## src/logic/memq_pkg.sv

```systemverilog
/*
 * Shared sizes and types for the memory request queue.
 * Modules take these in through a wildcard import in their header.
 * The request payload is a union because it is decoded by the request kind.
 */
package memq_pkg;

    // Store and bus sizes
    localparam int unsigned DATA_W    = 32;
    localparam int unsigned ADDR_W    = 4;
    localparam int unsigned MEM_WORDS = 16;
    localparam int unsigned TAG_W     = 8;

    // Requester side
    localparam int unsigned N_PORTS        = 2;
    localparam int unsigned REQ_FIFO_DEPTH = 4;

    // One-bit request kind
    typedef enum logic {
        MEMQ_RD = 1'b0,
        MEMQ_WR = 1'b1
    } memq_op_e;

    // Read view of the payload word
    // Tag sits in the low bits, the rest is padding
    typedef struct packed {
        logic [DATA_W-TAG_W-1:0] pad;
        logic [TAG_W-1:0]        tag;
    } memq_rd_payload_t;

    // Write data for a write, tag for a read
    typedef union packed {
        logic [DATA_W-1:0] wdata;
        memq_rd_payload_t  rd;
    } memq_payload_u;

    // Request as pushed by a requester
    typedef struct packed {
        memq_op_e          op;
        logic [ADDR_W-1:0] addr;
        memq_payload_u     payload;
    } memq_req_t;

    // Read response, shared by both ports
    typedef struct packed {
        logic [DATA_W-1:0] rdata;
        logic [TAG_W-1:0]  tag;
    } memq_rsp_t;

endpackage

```

## src/logic/memq_arbiter.sv

```systemverilog
/*
 * Round-robin choice between the two request FIFO heads.
 * Pops the granted FIFO and forwards its head as the store access,
 * all in the same cycle.
 */
`timescale 1ns/1ns

module memq_arbiter
    import memq_pkg::*;
(
    input  logic                     clk_i,
    input  logic                     rst_ni,
    input  logic      [N_PORTS-1:0]  rok_i,
    input  memq_req_t [N_PORTS-1:0]  head_i,
    output logic      [N_PORTS-1:0]  pop_o,
    output logic                     acc_valid_o,
    output memq_req_t                acc_o,
    output logic                     acc_port_o
);

    // Port that wins when both heads are present
    logic prio_q;
    logic grant_port;
    logic both_ready;

    assign both_ready = rok_i[0] && rok_i[1];

    // Any ready head gives one access this cycle
    assign acc_valid_o = |rok_i;

    // Lone head wins, otherwise the priority holder
    assign grant_port = both_ready ? prio_q : rok_i[1];

    assign acc_port_o = grant_port;
    assign acc_o      = head_i[grant_port];

    // Pop only the granted FIFO
    always_comb begin
        for (int p = 0; p < N_PORTS; p++) begin
            pop_o[p] = acc_valid_o && (grant_port == p[0]);
        end
    end

    // Priority moves to the port not just served
    // Held when nothing was granted
    always_ff @(posedge clk_i or negedge rst_ni) begin
        if (!rst_ni) begin
            prio_q <= 1'b0;
        end else if (acc_valid_o) begin
            prio_q <= !grant_port;
        end
    end

endmodule

```

## src/logic/memq_fifo.sv

```systemverilog
/*
 * Register FIFO with write-ok and read-ok strobes.
 * A push needs w_i with wok_o high, a pop needs r_i with rok_o high.
 * The head entry is presented combinationally on rdata_o.
 */
`timescale 1ns/1ns

module memq_fifo #(
    parameter int unsigned FIFO_DEPTH = 2,
    parameter type         fifo_data_t = logic
) (
    input  logic       clk_i,
    input  logic       rst_ni,
    input  logic       w_i,
    output logic       wok_o,
    input  fifo_data_t wdata_i,
    input  logic       r_i,
    output logic       rok_o,
    output fifo_data_t rdata_o
);

    typedef logic [$clog2(FIFO_DEPTH)-1:0] ptr_t;

    // Entry storage
    fifo_data_t [FIFO_DEPTH-1:0] mem_q;

    ptr_t rd_ptr_q;
    ptr_t rd_ptr_d;
    ptr_t wr_ptr_q;
    ptr_t wr_ptr_d;
    // Set when the write pointer has wrapped past the read pointer
    logic wrap_q;
    logic wrap_d;
    logic do_rd;
    logic do_wr;
    logic rd_last;
    logic wr_last;
    logic same_ptr;

    // Equal pointers mean full or empty, the wrap flag tells which
    assign same_ptr = (rd_ptr_q == wr_ptr_q);
    assign rok_o    = same_ptr ? wrap_q : 1'b1;
    assign wok_o    = same_ptr ? !wrap_q : 1'b1;

    // Strobes only act while the matching ok is high
    assign do_rd = r_i && rok_o;
    assign do_wr = w_i && wok_o;

    assign rd_last = (rd_ptr_q == ptr_t'(FIFO_DEPTH - 1));
    assign wr_last = (wr_ptr_q == ptr_t'(FIFO_DEPTH - 1));

    // Next pointer and wrap state
    always_comb begin
        rd_ptr_d = rd_ptr_q;
        wr_ptr_d = wr_ptr_q;
        wrap_d   = wrap_q;
        if (do_rd) begin
            rd_ptr_d = rd_last ? '0 : rd_ptr_q + 1'b1;
        end
        if (do_wr) begin
            wr_ptr_d = wr_last ? '0 : wr_ptr_q + 1'b1;
        end
        // Reader catching up clears the wrap, writer wrapping sets it
        if (do_rd && rd_last) begin
            wrap_d = 1'b0;
        end else if (do_wr && wr_last) begin
            wrap_d = 1'b1;
        end
    end

    // Push into the slot under the write pointer
    always_ff @(posedge clk_i) begin
        if (do_wr) begin
            mem_q[wr_ptr_q] <= wdata_i;
        end
    end

    // Head entry
    assign rdata_o = mem_q[rd_ptr_q];

    always_ff @(posedge clk_i or negedge rst_ni) begin
        if (!rst_ni) begin
            rd_ptr_q <= '0;
            wr_ptr_q <= '0;
            wrap_q   <= 1'b0;
        end else begin
            rd_ptr_q <= rd_ptr_d;
            wr_ptr_q <= wr_ptr_d;
            wrap_q   <= wrap_d;
        end
    end

    // Read pointer never overtakes the write pointer
    always @(posedge clk_i) begin
        if (rst_ni) begin
            ptr_order_chk: assert ((!wrap_q && (rd_ptr_q <= wr_ptr_q)) ||
                                   (wrap_q && (rd_ptr_q >= wr_ptr_q)))
                else $error("memq_fifo: read pointer passed write pointer");
        end
    end

endmodule

```

## src/logic/memq_store.sv

```systemverilog
/*
 * Shared word store behind the arbiter.
 * Writes land at the access edge, reads answer one cycle later
 * with a valid pulse on the issuing port only.
 */
`timescale 1ns/1ns

module memq_store
    import memq_pkg::*;
(
    input  logic                clk_i,
    input  logic                rst_ni,
    input  logic                acc_valid_i,
    input  memq_req_t           acc_i,
    input  logic                acc_port_i,
    output logic [N_PORTS-1:0]  rsp_valid_o,
    output memq_rsp_t           rsp_o
);

    // Word array, cleared by reset
    logic [DATA_W-1:0] mem_q [MEM_WORDS];

    logic [N_PORTS-1:0] rsp_valid_q;
    memq_rsp_t          rsp_q;
    logic               wr_acc;
    logic               rd_acc;

    assign wr_acc = acc_valid_i && (acc_i.op == MEMQ_WR);
    assign rd_acc = acc_valid_i && (acc_i.op == MEMQ_RD);

    // Write takes the payload as data
    always_ff @(posedge clk_i or negedge rst_ni) begin
        if (!rst_ni) begin
            for (int w = 0; w < MEM_WORDS; w++) begin
                mem_q[w] <= '0;
            end
        end else if (wr_acc) begin
            mem_q[acc_i.addr] <= acc_i.payload.wdata;
        end
    end

    // Valid pulse routed to the port that issued the read
    always_ff @(posedge clk_i or negedge rst_ni) begin
        if (!rst_ni) begin
            rsp_valid_q <= '0;
        end else begin
            for (int p = 0; p < N_PORTS; p++) begin
                rsp_valid_q[p] <= rd_acc && (acc_port_i == p[0]);
            end
        end
    end

    // Read word and tag from the rd view of the payload
    always_ff @(posedge clk_i) begin
        if (rd_acc) begin
            rsp_q.rdata <= mem_q[acc_i.addr];
            rsp_q.tag   <= acc_i.payload.rd.tag;
        end
    end

    assign rsp_valid_o = rsp_valid_q;
    assign rsp_o       = rsp_q;

endmodule

```

## src/logic/memq_top.sv

```systemverilog
/*
 * Memory request queue top level.
 * Each requester pushes into its own FIFO, the arbiter picks one head
 * per cycle and the store answers reads on the shared response bus.
 */
`timescale 1ns/1ns

module memq_top
    import memq_pkg::*;
(
    input  logic                     clk_i,
    input  logic                     rst_ni,
    input  logic      [N_PORTS-1:0]  req_w_i,
    input  memq_req_t [N_PORTS-1:0]  req_i,
    output logic      [N_PORTS-1:0]  req_wok_o,
    output logic      [N_PORTS-1:0]  rsp_valid_o,
    output memq_rsp_t                rsp_o
);

    // FIFO heads towards the arbiter
    logic      [N_PORTS-1:0] fifo_rok;
    memq_req_t [N_PORTS-1:0] fifo_head;
    logic      [N_PORTS-1:0] fifo_pop;

    // Granted access towards the store
    logic      acc_valid;
    memq_req_t acc;
    logic      acc_port;

    // One request FIFO per requester
    for (genvar p = 0; p < N_PORTS; p++) begin : g_port
        memq_fifo #(
            .FIFO_DEPTH  (REQ_FIFO_DEPTH),
            .fifo_data_t (memq_req_t)
        ) u_req_fifo (
            .clk_i   (clk_i),
            .rst_ni  (rst_ni),
            .w_i     (req_w_i[p]),
            .wok_o   (req_wok_o[p]),
            .wdata_i (req_i[p]),
            .r_i     (fifo_pop[p]),
            .rok_o   (fifo_rok[p]),
            .rdata_o (fifo_head[p])
        );
    end

    memq_arbiter u_arbiter (
        .clk_i       (clk_i),
        .rst_ni      (rst_ni),
        .rok_i       (fifo_rok),
        .head_i      (fifo_head),
        .pop_o       (fifo_pop),
        .acc_valid_o (acc_valid),
        .acc_o       (acc),
        .acc_port_o  (acc_port)
    );

    // Single response bus, rsp_valid_o says which port owns it
    memq_store u_store (
        .clk_i       (clk_i),
        .rst_ni      (rst_ni),
        .acc_valid_i (acc_valid),
        .acc_i       (acc),
        .acc_port_i  (acc_port),
        .rsp_valid_o (rsp_valid_o),
        .rsp_o       (rsp_o)
    );

endmodule

```

## config.mk

```make
export PLATFORM = sky130hd
export DESIGN_NAME = memq_top
export DESIGN_NICKNAME = d
export VERILOG_FILES = /design/src/logic/memq_pkg.sv /design/src/logic/memq_arbiter.sv /design/src/logic/memq_fifo.sv /design/src/logic/memq_store.sv /design/src/logic/memq_top.sv
export SDC_FILE = /design/constraint.sdc
export NUM_CORES = 1
export LEC_CHECK = 0
export ABC_AREA = 1
export BUFFER_PORTS_ARGS = -buffer_cell sky130_fd_sc_hd__buf_2
export CAP_MARGIN = 30
export CELL_PAD_IN_SITES_DETAIL_PLACEMENT = 0
export CELL_PAD_IN_SITES_GLOBAL_PLACEMENT = 1
export CORE_UTILIZATION = 48
export CTS_BUF_LIST = sky130_fd_sc_hd__clkbuf_8
export DETAILED_ROUTE_END_ITERATION = 10
export PLACE_DENSITY = 0.86
export SYNTH_ARGS = -nofsm -noshare
export SYNTH_HDL_FRONTEND = slang
export SYNTH_SLANG_ARGS = --single-unit
export TNS_END_PERCENT = 50
```

## constraint.sdc

```tcl
create_clock -name clk_i -period 5.3 [get_ports clk_i]
set_clock_uncertainty 0.2 [all_clocks]
set_input_delay 1.06 -clock clk_i [delete_from_list [all_inputs] [get_ports clk_i]]
set_output_delay 1.06 -clock clk_i [all_outputs]
set_load 0.01 [all_outputs]
```

* Word level (Yosys, flattened, before mapping) *
Cells that the tools add are included.
Widths: inputs -> output; s select.

word-level totals
  output and inout port bits = 44
  latch bits = 0
  register bits after elaboration = 861
  memories = 0
  memory bits (writable) = 0
  ROM bits = 0
  bits of input ports = 78

operators by class
  reduce and logical (&&, ||, !) cells = 24
  shift-type cells = 0
  multiply operators = 0
  $lt $le $gt $ge = 9
  bitwise gates (word level) = 3
  div/mod/pow operators = 0
  eq/ne operators = 6
  multiplexer cells = 31
  add/sub/neg operators = 4

operators by type and width
  cell                 number
  $bwmux 512           1
  $bwmux 148           2
  $mux 37              6
  $bmux 37 s2          2
  $demux 37 s2         2
  $bmux 32 s4          1
  $demux 32 s4         1
  $mux 32              3
  $logic_and 1x1->1    18
  $lt 2x3->1 const B   4
  $mux 1               9
  $add 2x1->2 const B  4
  $eq 2x2->1 const B   4
  $mux 2               4
  $ge 5x5->1 const B   1
  $lt 5x1->1 const B   1
  $not 4->5            1
  $eq 2x2->1           2
  $ge 2x1->1 const B   2
  $reduce_bool 2->1    2
  $logic_not 1->1      3
  $lt 1x2->1 const B   1
  $not 1->1            2
  $reduce_or 2->1      1

* Longest topological paths before layout *
  depth in word-level cells = 12
  gate-level depth with buffers = 19

* By module *
Synthesis repeated with hierarchy kept, for this count alone.

second synthesis, totals
  cell total of the unflattened synthesis = 4,256
  area, all modules = 37,399.6 sq um

modules (own cells, without submodules)
  module                             times used  cells each  area an instance (sq um)
  memq_store                         1           3,309       25,106.6
  memq_fifo at g_port[0].u_req_fifo  1           407         5,845.6
  memq_fifo at g_port[1].u_req_fifo  1           406         5,826.8
  memq_arbiter                       1           134         620.6

* Least setup slack after synthesis *
Ideal clock, no wire load.

  path type = register to register
  start = reg g_port[1].u_req_fifo.rd_ptr_q[0]
  end = reg u_store.rsp_q, in the netlist u_store.rsp_o[0] (enable)
  setup slack = 1.612 ns
  data arrival time = 3.051 ns
  stages on the path, launching flop included = 9
  cells stage by stage = dfrtp_1 > xnor2_1 > nand3b_2 > nand2_4 > buf_4 > nand3_2 > o21ai_2 > inv_1 > nor2_1

on the way
  cells in the longest elaborated chain, start to end = 8

RTL lines
  item                                        line                RTL
  from (decl)                                 memq_fifo.sv:27     ptr_t rd_ptr_q;
  from (signal assigned)                      memq_fifo.sv:87     rd_ptr_q <= rd_ptr_d;
  $eq 2x2->1                                  memq_fifo.sv:41     assign same_ptr = (rd_ptr_q == wr_ptr_q);
  $mux 1                                      memq_fifo.sv:42     assign rok_o = same_ptr ? wrap_q : 1'b1;
  $logic_and 1x1->1                           memq_arbiter.sv:26  assign both_ready = rok_i[0] && rok_i[1];
  $mux 1                                      memq_arbiter.sv:32  assign grant_port = both_ready ? prio_q : rok_i[1];
  $mux 37 (not written as such) (2 in a row)  memq_arbiter.sv:35  assign acc_o = head_i[grant_port];
  $not 1->1                                   memq_store.sv:29    assign rd_acc = acc_valid_i && (acc_i.op == MEMQ_RD);
  $logic_and 1x1->1 (*)                       memq_store.sv:29
  via u_store.rd_acc                          memq_store.sv:26    logic rd_acc;
  to (decl)                                   memq_store.sv:24    memq_rsp_t rsp_q;

Mark *: on every way through the listed nets, which the timed path passes. The rest lies on a longest branch. The select of a mux whose other input is x is not followed.
A chain may end at the register's enable or synchronous reset.

* Worst setup path after layout *
  start = reg g_port[0].u_req_fifo.rd_ptr_q[1]
  end = reg u_store.rsp_q, in the netlist u_store.rsp_o[10] (data pin)

on the way
  cells in the longest elaborated chain, start to end = 10

RTL lines
  item                                            line                RTL
  from (decl)                                     memq_fifo.sv:27
  from (signal assigned)                          memq_fifo.sv:87
  $eq 2x2->1                                      memq_fifo.sv:41
  $mux 1                                          memq_fifo.sv:42
  $logic_and 1x1->1                               memq_arbiter.sv:26
  $mux 1                                          memq_arbiter.sv:32
  $mux 37 (not written as such) (*) (2 in a row)  memq_arbiter.sv:35
  $not 4->5 (not written as such) (*)             memq_store.sv:56    rsp_q.rdata <= mem_q[acc_i.addr];
  $bmux 32 s4 (*)                                 memq_store.sv:56
  $mux 32 (not written as such) (*) (2 in a row)  memq_store.sv:56

Mark *: on every way between the ends. The rest lies on a longest branch, timed or not. The select of a mux whose other input is x is not followed.

==> results.txt <==
- Commonest cells after routing, fill and taps aside: sky130_fd_sc_hd__nand2_1 (2066), sky130_fd_sc_hd__dfrtp_1 (523), sky130_fd_sc_hd__o21ai_0 (365)
* Layout overhead on the synthesized area: 11.2%
* Standard cell core area: 0.0825 mm²
- In the synthesized netlist the dominant register cell turns out to be sky130_fd_sc_hd__dfrtp_1.
* Share of the yosys chip area belonging to registers: 0.578
- Arrival time at the worst endpoint: 4.59 ns
* Max H-tree Level: 4
* Post-cts sizing count: 0
- Post-synthesis area per instance: 8.34 µm²
- The flow ran to the end, and the final reports show no timing, DRC or antenna violations.
- Final cycle utilization of the critical path: 0.783
- Capturing element type of the critical path: register
- The first global-routing pass estimated around 200 mm of wire.
- Total standard cell area after synthesis: 0.0402 mm²
- Of the post-synthesis cell area, the dominant cell type holds 0.327.
- Counting flops with a built-in enable in the synthesized netlist gives 336.
- Ranked by total cell area, the synthesized netlist is headed by sky130_fd_sc_hd__dfrtp_1 (33%), sky130_fd_sc_hd__edfxtp_1 (25%), sky130_fd_sc_hd__nand2_1 (19%), sky130_fd_sc_hd__o21ai_0 (4.5%), sky130_fd_sc_hd__nand3_1 (4.5%).
- Top cell by count, worst path: sky130_fd_sc_hd__nand2_1
- Across the run, the number of max-cap violations was 0.
- In this run the remaining antenna-violating nets after routing total 0.
- Pin placement for this block handled ~120 I/O pins.
- After detailed routing, the number of remaining DRC violations is 0.
- # clock sinks: 861
- Clock latency on the worst-skew pair, taken at its later pin, is 0.84 ns.
- Grt total ovfl: 0
* Final Setup Violations: 0
- No sink is reached through more buffers than the 3 on the longest clock path.
- Aggregate global-route resource usage: 0.302
- Dividing the detail-routed via count by the number of cells gives 5.58.
- Hold repair after CTS inserted 0 buffers.
- Cell type with the highest aggregate area in the netlist: sky130_fd_sc_hd__dfrtp_1
* Class of the worst hold path: primary input to async pin
- The max-slew violation total from the final report came to 0.
* Asr flop ratio synth: 0.610
- Leading cell type in the layout, fill and taps excluded: sky130_fd_sc_hd__nand2_1
* Crit Path Max Fanout: 66
- TritonCTS built the clock tree.
* Number of clock buffers inserted by TritonCTS: around 150
- Of the cells placed in the final design, the portion with a size suffix greater than 1 is 0.102.
- Setup repair after global routing left no endpoint under its margin.
- Time the final worst path needs with I/O delays and setup: approximately 4.1 ns
- Buffers placed on the I/O ports in this run total 121.
- Worst stage delay on the critical path: roughly 0.8 ns
- The number of endpoints with negative hold slack in the final report is 0.
- Post-synth net total: 4912
* Cell Chain, Critical Path: inv_2, buf_4, a21oi_1, o21ai_0, nand2_1, inv_1, nand2_4, buf_4, buf_4, nand3_1, nand2_1, nand2_1, nand2_1, nand2_1, nand2_1, inv_1, nand2_1
* Initial Util: 0.487
* Die outline area: 0.0849 mm²
- The first detailed-routing pass took 5 iterations.
- Cell row count: 105
* Wirelength per Cell: 21.1 µm
* Post-synthesis register bit count: 861
* Relative slew slack: 0.312
* Cell with the largest stage delay on the worst path: sky130_fd_sc_hd__buf_4
- STA classifies the critical path startpoint as a register.
- Post-synthesis instance total: 4824
- The final layout contains routed wiring with a total length of 127 mm.
- The die is around 290 µm wide.
* HPWL after DPL: 67.8 mm
- Largest net degree at the start of global routing: around 180
- Number of distinct library cell variants in the gate-level netlist after synthesis: 32
* Transition time of the tightest slew-check pin: 1.03 ns
- The critical path is of the register to register type.
- Yosys printed 0 warnings.
- Vias: 33600
- Post CTS Setup Buffer Count: 0
* Clock Root Buffer: sky130_fd_sc_hd__clkbuf_8
* Drt initial violations: between 3000 and 4000
- After the last flow step, the layout net total stands at 4914.
- Derived from the worst setup path, the maximum achievable clock frequency is 241 MHz.
- After clock tree synthesis, the clock-pin slew on the worst setup and hold paths is 0.06 ns.
- The die is 291 µm tall.
- Critical path required time: 5.75 ns
- The congestion estimate from routability-driven global placement came to 0.806.
* Antenna violations before repair: 3
* Vias in the first global route: roughly 33000
- For the final routed database, the setup TNS stands at 0 ns.
==> cell usage after synthesis (22+ instances only) <==
cell	instances
sky130_fd_sc_hd__nand3_1	358
sky130_fd_sc_hd__dfrtp_1	525
sky130_fd_sc_hd__buf_4	22
sky130_fd_sc_hd__edfxtp_1	336
sky130_fd_sc_hd__nand2_1	2068
sky130_fd_sc_hd__o21ai_1	301
sky130_fd_sc_hd__o21ai_0	365
sky130_fd_sc_hd__o22ai_1	38
sky130_fd_sc_hd__a31oi_1	25
sky130_fd_sc_hd__inv_1	88
sky130_fd_sc_hd__buf_2	146
sky130_fd_sc_hd__buf_1	61
sky130_fd_sc_hd__clkbuf_1	150
sky130_fd_sc_hd__nor2_1	268
==> cells by family after synthesis <==
logic type                 after synthesis  synth area share
AOI/OAI and AO/OA                      750            0.0975
xor gates and xnor gates                 3          0.000654
adders and majority gates               10           0.00311
buffers and inverters                  483            0.0524
DFF                                    861             0.578
and+or+nand+nor                       2717             0.269
==> worst max-delay path: cells and delay by family (launching register included) <==
family          cells  cell delay, ns
flops               1            0.46
simple gates        9            0.93
buf+inv             6            1.99
compound gates      2            0.28
==> final cells by class <==
type                            instances  area, µm²
Tap cell                             1070       1340
Fill cell                            7701      37800
Antenna cell                            3       7.51
Multi-Input combinational cell       3480      15100
Inverter                              100        385
Timing Repair Buffer                  237       1810
Sequential cell                       861      23200
Clock buffer                          164       2260
Clock inverter                         98        551
==> routing by layer <==
| layer | track usage | vias up | share of wire |
|---|---|---|---|
| met1 | 0.403 | 16300 | 0.43 |
| met2 | 0.494 | 1238 | 0.47 |
| met3 | 0.0496 | 238 | 0.069 |
| met5 | 0 | - | 0 |
| met4 | 0.114 | 0 | 0.032 |
| li1 | - | 15700 | - |
==> path summary, 6_finish.rpt <==
check                      slack (ns)                              from  cells past startpoint                             end
setup / recovery                 1.15  g_port[0].u_req_fifo.rd_ptr_q[1]                     17               u_store.rsp_o[10]
hold / removal                   0.06                            rst_ni                      1          u_store.rsp_valid_o[0]
setup reg to reg                 1.15  g_port[0].u_req_fifo.rd_ptr_q[1]                     17               u_store.rsp_o[10]
hold reg to reg                  0.28                u_store.mem_q[429]                      2              u_store.mem_q[429]
max in group asynchronous        3.60                            rst_ni                      2              u_store.mem_q[427]
min in group clk_i               0.23                         req_i[12]                      1  g_port[0].u_req_fifo.mem_q[12]
==> flip-flops by register name, indices dropped and copies added, names as in the netlist <==
| name | flops |
|---|---|
| u_store.mem_q | 512 |
| u_arbiter.prio_q | 1 |
| g_port.u_req_fifo.wrap_q | 2 |
| u_store.rsp_o | 40 |
| g_port.u_req_fifo.wr_ptr_q | 4 |
| g_port.u_req_fifo.mem_q | 296 |
| g_port.u_req_fifo.rd_ptr_q | 4 |
| u_store.rsp_valid_o | 2 |
==> stage by stage <==
step / instance area [µm²] / setup slack, ns / util / instances / hold WS [ns]
after floorplan: 40200 / 1.61 / - / 4824 / 0.251
after global placement: 41800 / 1.26 / 0.506 / 5740 / 0.262
after detailed placement: 41900 / 1.24 / 0.507 / 5746 / 0.269
after CTS: 44700 / 1.21 / 0.541 / 6008 / 0.0975
after global routing: 44700 / 0.831 / 0.542 / 6013 / 0.149
final: 44700 / 1.15 / 0.542 / 6013 / 0.0646
Power is left out: the tool's default activity adds up to more than one toggle a clock period on the data nets, which glitch-free logic cannot reach.
